**src/rtl/itf_bus_pkg.sv**
```systemverilog
// Beat formats for the pad, GIC, CCU and monitor data paths
// Shared by every block that carries a data beat
`default_nettype none

package itf_bus_pkg;

    // ====================
    // Data width
    // ====================

    // One pad beat, narrowed from the full 128-bit pad bus
    localparam int DATA_W = 32;

    // ====================
    // Beat structs
    // ====================

    // Inbound beat, pad to chip
    typedef struct packed {
        logic [DATA_W-1:0] data;
        // Final beat of the packet
        logic              last;
        // Beat belongs to the command unit instead of the buffer
        logic              isa;
    } in_beat_t;

    // Outbound beat, chip to pad
    typedef struct packed {
        logic [DATA_W-1:0] data;
        // Command beat, always low for monitor traffic
        logic              cmd;
        // Final beat of the packet
        logic              last;
    } out_beat_t;

endpackage

`default_nettype wire

```
**src/rtl/itf_ctrl_pkg.sv**
```systemverilog
// Control encodings for the pad bus direction and the outbound source lock
`default_nettype none

package itf_ctrl_pkg;

    // ====================
    // Pad bus direction
    // ====================
    typedef enum logic [1:0] {
        DIR_IDLE = 2'd0,
        DIR_IN   = 2'd1,
        DIR_OUT  = 2'd2
    } dir_state_t;

    // ====================
    // Outbound source
    // ====================
    typedef enum logic {
        SRC_GIC = 1'b0,
        SRC_MON = 1'b1
    } src_sel_t;

endpackage

`default_nettype wire

```
**src/rtl/itf_dir_fsm.sv**
```systemverilog
// Direction FSM for the half-duplex pad bus
// Decides who owns the bus and drives the data pad output-enable
`timescale 1ns/10ps
`default_nettype none

module itf_dir_fsm (
    input  wire logic clk,
    input  wire logic rst_n,
    input  wire logic pad_vld_i,
    input  wire logic out_req_i,
    input  wire logic in_done_i,
    input  wire logic out_done_i,
    output logic      dir_in_o,
    output logic      dir_out_o,
    output logic      oe_o
);

    itf_ctrl_pkg::dir_state_t state_q;
    itf_ctrl_pkg::dir_state_t state_d;

    // ====================
    // Next state
    // ====================
    always_comb begin
        state_d = state_q;
        case (state_q)
            itf_ctrl_pkg::DIR_IDLE: begin
                // Inbound wins a tie with a pending outbound packet
                if (pad_vld_i) begin
                    state_d = itf_ctrl_pkg::DIR_IN;
                end else if (out_req_i) begin
                    state_d = itf_ctrl_pkg::DIR_OUT;
                end
            end
            itf_ctrl_pkg::DIR_IN: begin
                if (in_done_i) begin
                    state_d = itf_ctrl_pkg::DIR_IDLE;
                end
            end
            itf_ctrl_pkg::DIR_OUT: begin
                if (out_done_i) begin
                    state_d = itf_ctrl_pkg::DIR_IDLE;
                end
            end
            default: state_d = itf_ctrl_pkg::DIR_IDLE;
        endcase
    end

    always_ff @(posedge clk or negedge rst_n) begin
        if (!rst_n) begin
            state_q <= itf_ctrl_pkg::DIR_IDLE;
        end else begin
            state_q <= state_d;
        end
    end

    // ====================
    // Outputs
    // ====================
    assign dir_in_o  = (state_q == itf_ctrl_pkg::DIR_IN);
    assign dir_out_o = (state_q == itf_ctrl_pkg::DIR_OUT);
    // Pads drive only while the chip owns the bus
    assign oe_o      = dir_out_o;

endmodule

`default_nettype wire

```
**src/rtl/itf_fifo.sv**
```systemverilog
// Single-clock first-word-fall-through FIFO, head always on dout_o
// Payload type and depth come from the instantiating path
`timescale 1ns/10ps
`default_nettype none

module itf_fifo #(
    parameter int  FIFO_AW   = 2,
    parameter type payload_t = logic
) (
    input  wire logic     clk,
    input  wire logic     rst_n,
    input  wire logic     push_i,
    input  wire payload_t din_i,
    input  wire logic     pop_i,
    output payload_t      dout_o,
    output logic          empty_o,
    output logic          full_o
);

    localparam int unsigned DEPTH = 2 ** FIFO_AW;

    payload_t           mem [DEPTH];
    logic [FIFO_AW-1:0] wr_ptr_q;
    logic [FIFO_AW-1:0] rd_ptr_q;
    logic [FIFO_AW:0]   count_q;
    logic               push_ok;
    logic               pop_ok;

    assign empty_o = (count_q == '0);
    assign full_o  = (count_q == (FIFO_AW + 1)'(DEPTH));

    // Full blocks push, empty blocks pop
    assign push_ok = push_i && !full_o;
    assign pop_ok  = pop_i && !empty_o;

    assign dout_o = mem[rd_ptr_q];

    // ====================
    // Storage
    // ====================
    always_ff @(posedge clk) begin
        if (push_ok) begin
            mem[wr_ptr_q] <= din_i;
        end
    end

    // ====================
    // Pointers and count
    // ====================
    always_ff @(posedge clk or negedge rst_n) begin
        if (!rst_n) begin
            wr_ptr_q <= '0;
            rd_ptr_q <= '0;
            count_q  <= '0;
        end else begin
            if (push_ok) begin
                wr_ptr_q <= wr_ptr_q + 1'b1;
            end
            if (pop_ok) begin
                rd_ptr_q <= rd_ptr_q + 1'b1;
            end
            // Simultaneous push and pop leaves the count alone
            case ({push_ok, pop_ok})
                2'b10:   count_q <= count_q + 1'b1;
                2'b01:   count_q <= count_q - 1'b1;
                default: count_q <= count_q;
            endcase
        end
    end

endmodule

`default_nettype wire

```
**src/rtl/itf_in_path.sv**
```systemverilog
// Pad-to-chip path, buffers inbound beats and steers them to GIC or CCU
// Beats are accepted only while the bus points inward
`timescale 1ns/10ps
`default_nettype none

module itf_in_path #(
    parameter int FIFO_AW = 2
) (
    input  wire logic                 clk,
    input  wire logic                 rst_n,
    input  wire logic                 dir_in_i,
    input  wire logic                 pad_vld_i,
    input  wire itf_bus_pkg::in_beat_t pad_beat_i,
    output logic                      pad_rdy_o,
    output logic                      gic_vld_o,
    output itf_bus_pkg::in_beat_t     gic_beat_o,
    input  wire logic                 gic_rdy_i,
    output logic                      ccu_vld_o,
    output itf_bus_pkg::in_beat_t     ccu_beat_o,
    input  wire logic                 ccu_rdy_i,
    output logic                      in_done_o
);

    itf_bus_pkg::in_beat_t head;
    logic                  fifo_push;
    logic                  fifo_pop;
    logic                  fifo_empty;
    logic                  fifo_full;

    // ====================
    // Pad side
    // ====================
    assign pad_rdy_o = dir_in_i && !fifo_full;
    assign fifo_push = pad_vld_i && pad_rdy_o;

    itf_fifo #(
        .FIFO_AW   (FIFO_AW),
        .payload_t (itf_bus_pkg::in_beat_t)
    ) u_fifo (
        .clk     (clk),
        .rst_n   (rst_n),
        .push_i  (fifo_push),
        .din_i   (pad_beat_i),
        .pop_i   (fifo_pop),
        .dout_o  (head),
        .empty_o (fifo_empty),
        .full_o  (fifo_full)
    );

    // ====================
    // GIC / CCU steering
    // ====================
    // Head drains in any state so a packet can finish after a direction change
    assign gic_vld_o  = !fifo_empty && !head.isa;
    assign ccu_vld_o  = !fifo_empty && head.isa;
    assign gic_beat_o = head;
    assign ccu_beat_o = head;

    assign fifo_pop = (gic_vld_o && gic_rdy_i) || (ccu_vld_o && ccu_rdy_i);

    // Packet fully handed over
    assign in_done_o = fifo_pop && head.last;

endmodule

`default_nettype wire

```
**src/rtl/itf_out_path.sv**
```systemverilog
// Chip-to-pad path, locks onto GIC or monitor for one packet at a time
// Locked beats are buffered and sent on the pad while the bus points outward
`timescale 1ns/10ps
`default_nettype none

module itf_out_path #(
    parameter int FIFO_AW = 2
) (
    input  wire logic                  clk,
    input  wire logic                  rst_n,
    input  wire logic                  dir_out_i,
    input  wire logic                  gic_out_vld_i,
    input  wire itf_bus_pkg::out_beat_t gic_out_beat_i,
    output logic                       gic_out_rdy_o,
    input  wire logic                  mon_vld_i,
    input  wire itf_bus_pkg::out_beat_t mon_beat_i,
    output logic                       mon_rdy_o,
    output logic                       pad_vld_o,
    output itf_bus_pkg::out_beat_t     pad_beat_o,
    input  wire logic                  pad_rdy_i,
    output logic                       out_req_o,
    output logic                       out_done_o
);

    itf_ctrl_pkg::src_sel_t src_q;
    itf_ctrl_pkg::src_sel_t src_sel;
    logic                   locked_q;
    logic                   pushed_q;
    logic                   take_rdy;
    itf_bus_pkg::out_beat_t fifo_din;
    logic                   fifo_push;
    logic                   fifo_pop;
    logic                   fifo_empty;
    logic                   fifo_full;

    // ====================
    // Source lock
    // ====================
    // First DIR_OUT cycle picks the source, monitor has priority
    always_comb begin
        if (locked_q) begin
            src_sel = src_q;
        end else if (mon_vld_i) begin
            src_sel = itf_ctrl_pkg::SRC_MON;
        end else begin
            src_sel = itf_ctrl_pkg::SRC_GIC;
        end
    end

    always_ff @(posedge clk or negedge rst_n) begin
        if (!rst_n) begin
            src_q    <= itf_ctrl_pkg::SRC_GIC;
            locked_q <= 1'b0;
            pushed_q <= 1'b0;
        end else if (!dir_out_i) begin
            locked_q <= 1'b0;
            pushed_q <= 1'b0;
        end else begin
            if (!locked_q) begin
                src_q    <= src_sel;
                locked_q <= 1'b1;
            end
            // Stop taking beats once the packet's last one is in
            if (fifo_push && fifo_din.last) begin
                pushed_q <= 1'b1;
            end
        end
    end

    // ====================
    // Source side
    // ====================
    assign take_rdy      = dir_out_i && !fifo_full && !pushed_q;
    assign gic_out_rdy_o = take_rdy && (src_sel == itf_ctrl_pkg::SRC_GIC);
    assign mon_rdy_o     = take_rdy && (src_sel == itf_ctrl_pkg::SRC_MON);

    assign fifo_push = (gic_out_vld_i && gic_out_rdy_o) || (mon_vld_i && mon_rdy_o);

    always_comb begin
        if (src_sel == itf_ctrl_pkg::SRC_MON) begin
            fifo_din      = mon_beat_i;
            // Monitor data never counts as a command
            fifo_din.cmd  = 1'b0;
        end else begin
            fifo_din      = gic_out_beat_i;
        end
    end

    // Nothing pending and the bus not ours yet
    assign out_req_o = (gic_out_vld_i || mon_vld_i) && !dir_out_i && fifo_empty;

    itf_fifo #(
        .FIFO_AW   (FIFO_AW),
        .payload_t (itf_bus_pkg::out_beat_t)
    ) u_fifo (
        .clk     (clk),
        .rst_n   (rst_n),
        .push_i  (fifo_push),
        .din_i   (fifo_din),
        .pop_i   (fifo_pop),
        .dout_o  (pad_beat_o),
        .empty_o (fifo_empty),
        .full_o  (fifo_full)
    );

    // ====================
    // Pad side
    // ====================
    assign pad_vld_o  = !fifo_empty;
    assign fifo_pop   = pad_vld_o && pad_rdy_i;
    assign out_done_o = fifo_pop && pad_beat_o.last;

endmodule

`default_nettype wire

```
**src/rtl/itf_top.sv**
```systemverilog
// Top level of the off-chip transfer interface
// Connects pad, GIC, CCU and monitor ports to the direction FSM and both paths
`timescale 1ns/10ps
`default_nettype none

module itf_top #(
    parameter int FIFO_AW = 2
) (
    input  wire logic                  clk,
    input  wire logic                  rst_n,
    // Pad bus
    input  wire logic                  pad_vld_i,
    input  wire itf_bus_pkg::in_beat_t  pad_beat_i,
    output logic                       pad_rdy_o,
    output logic                       pad_vld_o,
    output itf_bus_pkg::out_beat_t     pad_beat_o,
    input  wire logic                  pad_rdy_i,
    output logic                       oe_o,
    // GIC inbound
    output logic                       gic_vld_o,
    output itf_bus_pkg::in_beat_t      gic_beat_o,
    input  wire logic                  gic_rdy_i,
    // CCU
    output logic                       ccu_vld_o,
    output itf_bus_pkg::in_beat_t      ccu_beat_o,
    input  wire logic                  ccu_rdy_i,
    // GIC outbound
    input  wire logic                  gic_out_vld_i,
    input  wire itf_bus_pkg::out_beat_t gic_out_beat_i,
    output logic                       gic_out_rdy_o,
    // Monitor
    input  wire logic                  mon_vld_i,
    input  wire itf_bus_pkg::out_beat_t mon_beat_i,
    output logic                       mon_rdy_o
);

    logic dir_in;
    logic dir_out;
    logic in_done;
    logic out_done;
    logic out_req;

    // ====================
    // Direction control
    // ====================
    itf_dir_fsm u_dir_fsm (
        .clk        (clk),
        .rst_n      (rst_n),
        .pad_vld_i  (pad_vld_i),
        .out_req_i  (out_req),
        .in_done_i  (in_done),
        .out_done_i (out_done),
        .dir_in_o   (dir_in),
        .dir_out_o  (dir_out),
        .oe_o       (oe_o)
    );

    // ====================
    // Data paths
    // ====================
    itf_in_path #(
        .FIFO_AW (FIFO_AW)
    ) u_in_path (
        .clk        (clk),
        .rst_n      (rst_n),
        .dir_in_i   (dir_in),
        .pad_vld_i  (pad_vld_i),
        .pad_beat_i (pad_beat_i),
        .pad_rdy_o  (pad_rdy_o),
        .gic_vld_o  (gic_vld_o),
        .gic_beat_o (gic_beat_o),
        .gic_rdy_i  (gic_rdy_i),
        .ccu_vld_o  (ccu_vld_o),
        .ccu_beat_o (ccu_beat_o),
        .ccu_rdy_i  (ccu_rdy_i),
        .in_done_o  (in_done)
    );

    itf_out_path #(
        .FIFO_AW (FIFO_AW)
    ) u_out_path (
        .clk            (clk),
        .rst_n          (rst_n),
        .dir_out_i      (dir_out),
        .gic_out_vld_i  (gic_out_vld_i),
        .gic_out_beat_i (gic_out_beat_i),
        .gic_out_rdy_o  (gic_out_rdy_o),
        .mon_vld_i      (mon_vld_i),
        .mon_beat_i     (mon_beat_i),
        .mon_rdy_o      (mon_rdy_o),
        .pad_vld_o      (pad_vld_o),
        .pad_beat_o     (pad_beat_o),
        .pad_rdy_i      (pad_rdy_i),
        .out_req_o      (out_req),
        .out_done_o     (out_done)
    );

endmodule

`default_nettype wire

```
**config.mk**
```make
export PLATFORM = sky130hd
export DESIGN_NAME = itf_top
export DESIGN_NICKNAME = d
export VERILOG_FILES = /design/src/rtl/itf_bus_pkg.sv /design/src/rtl/itf_ctrl_pkg.sv /design/src/rtl/itf_dir_fsm.sv /design/src/rtl/itf_fifo.sv /design/src/rtl/itf_in_path.sv /design/src/rtl/itf_out_path.sv /design/src/rtl/itf_top.sv
export SDC_FILE = /design/constraint.sdc
export NUM_CORES = 1
export LEC_CHECK = 0
export BUFFER_PORTS_ARGS = -buffer_cell sky130_fd_sc_hd__buf_2
export CAP_MARGIN = 10
export CORE_ASPECT_RATIO = 1.25
export CORE_UTILIZATION = 40
export CTS_CLUSTER_DIAMETER = 30
export DETAILED_ROUTE_END_ITERATION = 16
export PLACE_DENSITY = 0.64
export SETUP_SLACK_MARGIN = 0.1
export SYNTH_ARGS = -nofsm -noshare
export SYNTH_HDL_FRONTEND = slang
export SYNTH_SLANG_ARGS = --single-unit
```
**constraint.sdc**
```tcl
create_clock -name clk -period 6.2 [get_ports clk]
set_clock_uncertainty 0.2 [all_clocks]
set_input_delay 0.62 -clock clk [delete_from_list [all_inputs] [get_ports clk]]
set_output_delay 0.62 -clock clk [all_outputs]
set_load 0.01 [all_outputs]
```
---- Word level (Yosys, flattened, before mapping) ----
Memories as Yosys holds them, arrays and structs flattened.
Index checks and enable logic that the tools add are counted.
cells by class
  add/sub/neg operators ................... 8
  eq/ne operators ......................... 12
  muxes and demuxes ....................... 17
  bitwise operators ....................... 2
  reduce and logical (&&, ||, !) cells .... 39
operators with widths
  kind                 number
  $mux 34              1
  $logic_and 1x1->1    22
  $pmux 3 s2           2
  $mux 1               9
  $add 2x1->2 const B  4
  $mux 2               4
  $logic_not 1->1      7
  $add 3x1->3 const B  2
  $eq 2x1->1 const B   3
  $eq 2x2->1 const B   3
  $eq 3x3->1 const B   2
  $logic_not 3->1      2
  $ne 2x2->1 const B   3
  $pmux 2 s3           1
  $sub 3x1->3 const B  2
  $reduce_bool 2->1    2
  $logic_or 1x1->1     3
  $ne 3x3->1 const B   1
  $reduce_and 3->1     1
  $logic_not 2->1      1
  $not 1->1            2
  $reduce_and 2->1     1
word-level totals
  bits in registers ....................... 19
  memory bits (writable) .................. 272
  input port bits ......................... 110
  memories ................................ 2
memories
  name                   words  bits a word  rd ports  clocked after Yosys merged registers in  write ports  line            text
  u_in_path.u_fifo.mem   4      34           1         0                                        1            itf_fifo.sv:22  payload_t mem [DEPTH];
  u_out_path.u_fifo.mem  4      34           1         0                                        1            itf_fifo.sv:22

---- Longest topological paths before layout ----
  word-level depth ........................ 10
  depth in mapped cells ................... 10
  mapped depth without buffers ............ 10

---- Hierarchy ----
From an unflattened synthesis, not the netlist that was laid out.
second synthesis, totals
  cell total of the unflattened synthesis .. 542
  area total of the unflattened synthesis .. 11730.0 sq um
by module, submodules not included
  module                        times used  cells each  area an instance (sq um)  sequential area each (sq um)
  itf_fifo (u_in_path.u_fifo)   1           215         5385.2                    4259.1
  itf_fifo (u_out_path.u_fifo)  1           216         5328.9                    4259.1
  itf_out_path                  1           59          600.6                     75.1
  itf_in_path                   1           41          304.0                     0.0
  itf_dir_fsm                   1           11          111.4                     50.0

---- Least setup slack after synthesis ----
No wires, ideal clock.
  path type ............................... register -> register
  start point ............................. register u_dir_fsm.state_q[0]
  end point ............................... memory u_out_path.u_fifo.mem[0][0] in the netlist's numbering (enable)
  setup time .............................. 0.394 ns
  data arrival time ....................... 2.064 ns
  required time ........................... 5.606 ns
  slack ................................... 3.542 ns
  stages on the path, launching flop included .. 5
  buffers on the path ..................... 0
  period minus slack after synthesis ...... 2.658 ns
  cell sequence ........................... dfrtp_1 -> nand2b_1 -> a311o_1 -> nor3_4 -> and2_1
between the ends
  word-level cells in the longest chain between the ends .. 9
  elaborated cells on any way between the ends .. 11
  classes of those cells .................. eq/ne: 1; mux: 2; reduce/logical: 8
ends and longest elaborated chain
  what                                         line                                    text
  start: declaration                           itf_dir_fsm.sv:18                       itf_ctrl_pkg::dir_state_t state_q;
  start signal: assignment                     itf_dir_fsm.sv:51                       state_q <= itf_ctrl_pkg::DIR_IDLE;
  start signal: assignment                     itf_dir_fsm.sv:53                       state_q <= state_d;
  $eq 2x2->1 (*)                               itf_dir_fsm.sv:61                       assign dir_out_o = (state_q == itf_ctrl_pkg::DIR_OUT);
  $logic_and 1x1->1 (*) (2 in a row)           itf_out_path.sv:73                      assign take_rdy = dir_out_i && !fifo_full && !pushed_q;
  $logic_and 1x1->1, on equally long branches  itf_out_path.sv:74, itf_out_path.sv:75
  $logic_and 1x1->1                            itf_out_path.sv:77                      assign fifo_push = (gic_out_vld_i && gic_out_rdy_o) || (mon_vld_i && mon_rdy_o);
  $logic_or 1x1->1 (*)                         itf_out_path.sv:77
  $logic_and 1x1->1 (*)                        itf_fifo.sv:33                          assign push_ok = push_i && !full_o;
  $mux 1 (*)                                   itf_fifo.sv:42                          if (push_ok) begin
  $mux 1 (implied by the code) (*)             itf_fifo.sv:43                          mem[wr_ptr_q] <= din_i;
  end: declaration                             itf_fifo.sv:22
Mark *: on every way between the ends. The rest lies on a longest branch, timed or not.

---- Final worst setup path ----
  start point ............................. register u_in_path.u_fifo.rd_ptr_q[1]
  end point ............................... register u_in_path.u_fifo.count_q[2]
between the ends
  word-level cells in the longest chain between the ends .. 8
  elaborated cells on any way between the ends .. 12
  classes of those cells .................. eq/ne: 2; mux: 1; reduce/logical: 8; memory: 1
ends and longest elaborated chain
  what                                                    line               text
  start: declaration                                      itf_fifo.sv:24     logic [FIFO_AW-1:0] rd_ptr_q;
  start signal: assignment                                itf_fifo.sv:60     rd_ptr_q <= rd_ptr_q + 1'b1;
  $mem_v2 4x34 (*)                                        -
  $logic_not 1->1                                         itf_in_path.sv:54  assign gic_vld_o = !fifo_empty && !head.isa;
  $logic_and 1x1->1                                       itf_in_path.sv:54
  $logic_and 1x1->1                                       itf_in_path.sv:59  assign fifo_pop = (gic_vld_o && gic_rdy_i) || (ccu_vld_o && ccu_rdy_i);
  $logic_or 1x1->1 (*)                                    itf_in_path.sv:59
  $logic_and 1x1->1 (*)                                   itf_fifo.sv:34     assign pop_ok = pop_i && !empty_o;
  via u_in_path.u_fifo.pop_ok                             itf_fifo.sv:27     logic pop_ok;
  $eq 2x1->1 / $eq 2x2->1 (equally long branches)         itf_fifo.sv:63     case ({push_ok, pop_ok})
  $pmux 3 s2 / $reduce_bool 2->1 (equally long branches)  -
  end signal: assignment                                  itf_fifo.sv:64     2'b10: count_q <= count_q + 1'b1;
  end signal: assignment                                  itf_fifo.sv:65     2'b01: count_q <= count_q - 1'b1;
  end signal: assignment                                  itf_fifo.sv:66     default: count_q <= count_q;
  end: declaration                                        itf_fifo.sv:25     logic [FIFO_AW:0] count_q;
Mark *: on every way through the listed nets, which the timed path passes. The rest lies on a longest branch.
A chain may end at the register's enable or synchronous reset.

==> insert_results.sql <==
INSERT INTO impl_metrics (metric_group, metric, value, unit) VALUES
('grt', 'antenna_found_initial', '0', ''),
('floorplanning', 'start_util', '40.73', '%'),
('timing', 'min_period', '3341', 'ps'),
('cts', 'postCtsSetupBuffers', '0', ''),
('logic_synthesis', 'synth.largest_area_cell', 'edfxtp_1', ''),
('routing', 'vias', '5763', ''),
('floorplanning', 'width_of_the_chip', '154.1', 'um'),
('timing', 'slew_violations', '0', ''),
('cts', 'cts-resized-gates', '0', ''),
('critical_path', 'timing.critical_path.to_type', 'register', ''),
('routing', 'avgRoutedWirePerCell', '19.11', 'um'),
('floorplanning', 'die_area', '0.02961', 'mm^2'),
('timing', 'finalSetupViolations', '0', ''),
('routing', 'drtAntennaViolNets', '0', ''),
('routing', 'drt_wl_total', '21920', 'um'),
('critical_path', 'cp_max_fo', '32', ''),
('logic_synthesis', 'yosys.cell_types.count', '33', ''),
('logic_synthesis', 'synth-warning-count', '0', ''),
('final_layout', 'final_cell_count_no_fill', '1147', ''),
('critical_path', 'critical_path.max_stage_delay', '470', 'ps'),
('final_layout', 'diodes', '0', ''),
('timing', 'share_of_the_cycle_needed_by_the_critical_path_after_routing', '53.89', '%'),
('logic_synthesis', 'mapped_avg_cell_area', '21.47', 'um^2'),
('critical_path', 'slowest_stage', 'buf_4', ''),
('critical_path', 'worstPathCellList', 'buf_4, mux2i_1, mux2_2, a21oi_1, ha_1, inv_1, fa_1, xor2_1, nor2_1, xor2_1', ''),
('routing', 'initialDrtViolationCount', '192', ''),
('floorplanning', 'die_y', '192.1', 'um'),
('final_layout', 'area.growth.synth_to_final', '24.58', '%'),
('logic_synthesis', 'syn-num-nets', '661', ''),
('timing', 'fin_tns_setup', '0', 'ps'),
('routing', 'routed_vias_inst', '5.024', ''),
('critical_path', 'worstPathBufferInverterCount', '2', ''),
('timing', 'worst_slew_pin_slew', '980.8', 'ps'),
('timing', 'max_freq', '299.3', 'MHz'),
('cts', 'num_clock_sinks', '291', ''),
('cts', 'cts_buffer_depth', '3', ''),
('power_and_ir_drop', 'power.clock.fraction', '37.0', '%'),
('critical_path', 'worst_ep_required_time', '6430', 'ps'),
('logic_synthesis', 'post-synth-top-area-fraction', '70.60', '%'),
('cts', 'cts.hold.buffers_added', '1', ''),
('power_and_ir_drop', 'net-switching-power', '1.982', 'mW'),
('final_layout', 'drive_gt1_share', '52.15', '%'),
('cts', 'clkLatencyLatePin', '530', 'ps'),
('power_and_ir_drop', 'share_comb_of_total_power', '27.3', '%'),
('logic_synthesis', 'post_synthesis_cell_count', '539', ''),
('cts', 'cts_tree', 'built', ''),
('final_layout', 'num-nets-final', '878', ''),
('placed_design', 'place_congestion', '0.7115', ''),
('logic_synthesis', 'ys_ff_latch', '291', ''),
('critical_path', 'cell_family_with_the_largest_share_of_critical_path_delay', 'multiplexers', ''),
('timing', 'grt_setup_unrepaired', 'no', ''),
('placed_design', 'dp_hpwl', '13800', 'um'),
('power_and_ir_drop', 'share_seq_of_total_power', '35.7', '%'),
('power_and_ir_drop', 'total_power', '6.945', 'mW'),
('logic_synthesis', 'synthesis.area', '0.01157', 'mm^2'),
('timing', 'finalHoldViolations', '0', ''),
('logic_synthesis', 'synthTopCellsByArea', 'edfxtp_1 (71%), mux4_2 (13%), dfrtp_1 (4.1%), mux2_2 (3.5%), buf_4 (2.3%)', ''),
('cts', 'cts.clk_slew.worst_paths', '50', 'ps'),
('critical_path', 'setup.reg_to_reg.worst_slack', '2860', 'ps'),
('critical_path', 'path_common_cell', 'xor2_1', ''),
('critical_path', 'start_kind', 'register', ''),
('placed_design', 'numPortBuffers', '217', ''),
('grt', 'global_route.overflow_total', '0', ''),
('power_and_ir_drop', 'power.share.switching', '28.54', '%'),
('status', 'outcome', 'complete, no violations', ''),
('grt', 'global_route_wire_length_before_repair', '33990', 'um'),
('floorplanning', 'rows', '69', ''),
('flow_run', 'max_cap_violations', '0', ''),
('cts', 'clock_tree.root_cell', 'clkbuf_16', ''),
('power_and_ir_drop', 'p_per_area', '481.8', 'mW/mm^2'),
('grt', 'groute.usage.overall', '15.11', '%');
==> state kept, by name, indices dropped and copies added (netlist names) <==
name                        count
u_in_path.u_fifo.wr_ptr_q       2
u_out_path.u_fifo.count_q       3
u_out_path.pushed_q             1
u_in_path.u_fifo.count_q        3
u_in_path.u_fifo.rd_ptr_q       2
u_in_path.u_fifo.mem          136
u_out_path.src_q                1
u_out_path.u_fifo.rd_ptr_q      2
u_dir_fsm.state_q               2
u_out_path.u_fifo.mem         136
u_out_path.u_fifo.wr_ptr_q      2
u_out_path.locked_q             1
==> layer usage <==
layer,share of wire [%],vias to the layer above,track usage [%]
met5,0,-,0
met4,1.9,0,4.846
met3,7.2,34,4.490
met2,50,240,26.52
met1,41,2911,17.79
li1,-,2578,-
==> synthesized netlist by cell type, drive strengths merged <==
cell    number
nand2        5
a21oi        2
a211oi       1
and3         4
edfxtp     272
inv         15
dfrtp       19
mux4        67
nor3         3
or3          1
ha          10
mux2i        6
a311o        1
nand2b       2
xnor2        5
buf         48
nor2b        3
clkbuf       6
and2         7
nor2        12
mux2        37
a22o         1
a311oi       2
xor2         6
fa           2
o22a         1
o21ai        1
==> cells by family after synthesis <==
logic type / synth area share, %
AOI/OAI and AO/OA: 0.6380
adders and majority gates: 1.428
and+or+nand+nor: 1.698
xor gates and xnor gates: 0.8327
buffers and inverters: 3.504
DFF: 74.71
muxes: 17.19
==> stage by stage <==
| step | worst slack, ps | instance area [um^2] | hold slack [ps] | utilization [%] |
|---|---|---|---|---|
| floorplan | 3542 | 11570 | 124.4 | - |
| global placement | 2923 | 12810 | 272.9 | 45.10 |
| detailed placement | 2853 | 12810 | 295.2 | 45.10 |
| CTS | 2811 | 14410 | 75.43 | 50.75 |
| global route | 2624 | 14410 | 86.75 | 50.75 |
| finish | 2859 | 14410 | 109.2 | 50.75 |
==> power by group through the flow <==
stage	clock, mW	combinational [mW]	sequential (mW)
2_1_floorplan	0	1.44	2.48
3_3_place_gp	0	1.90	2.50
3_5_place_dp	0	1.93	2.52
4_1_cts	2.62	1.94	2.48
5_1_grt	2.70	2.07	2.50
6_report	2.57	1.89	2.48
==> cells in the final DEF, fill, tap and decap left out, types with 4 or more instances in the layout <==
cell type	n
mux2_2	36
edfxtp_1	272
buf_4	5
xnor2_1	5
and2_2	4
xor2_1	6
clkinv_2	7
and3_2	4
mux2i_1	5
ha_1	10
inv_1	15
clkbuf_16	49
nor2_1	12
bufinv_16	6
mux4_2	67
clkinvlp_4	4
dfrtp_1	17
clkinv_1	6
nand2_1	5
buf_2	217
==> layout make-up <==
cell class	instances	area [um^2]
well taps	355	444.2
fillers	2289	13990
flip-flops and latches	291	8646
multi-input cells	179	2540
repair buffers	223	1134
clock inverters	31	342.8
inverters	15	56.30
clock buffers	53	1251
==> worst reg2reg max path: cells and delay by family (launching register included) <==
family,cells,cell delay (ps)
adder cells (fa/ha/maj),2,670
XOR/XNOR,2,310
AND/OR/NAND/NOR,1,100
buffers and inverters,2,540
AO/OA/AOI/OAI,1,250
multiplexers,2,710
flip-flops,1,450
==> path summary, 6_finish.rpt <==
| path | end | from | cells after the start |
|---|---|---|---|
| max | u_in_path.u_fifo.count_q[2] | u_in_path.u_fifo.rd_ptr_q[1] | 10 |
| min | u_in_path.u_fifo.mem[0][13] | pad_beat_i[13] | 1 |
| max in group asynchronous | u_out_path.u_fifo.rd_ptr_q[0] | rst_n | 2 |
| min reg2reg | u_dir_fsm.state_q[0] | u_dir_fsm.state_q[1] | 1 |
| max reg2reg | u_in_path.u_fifo.count_q[2] | u_in_path.u_fifo.rd_ptr_q[1] | 10 |
| min in group asynchronous | u_in_path.u_fifo.wr_ptr_q[1] | rst_n | 2 |
No activity file was read; power rests on OpenSTA's default activity.
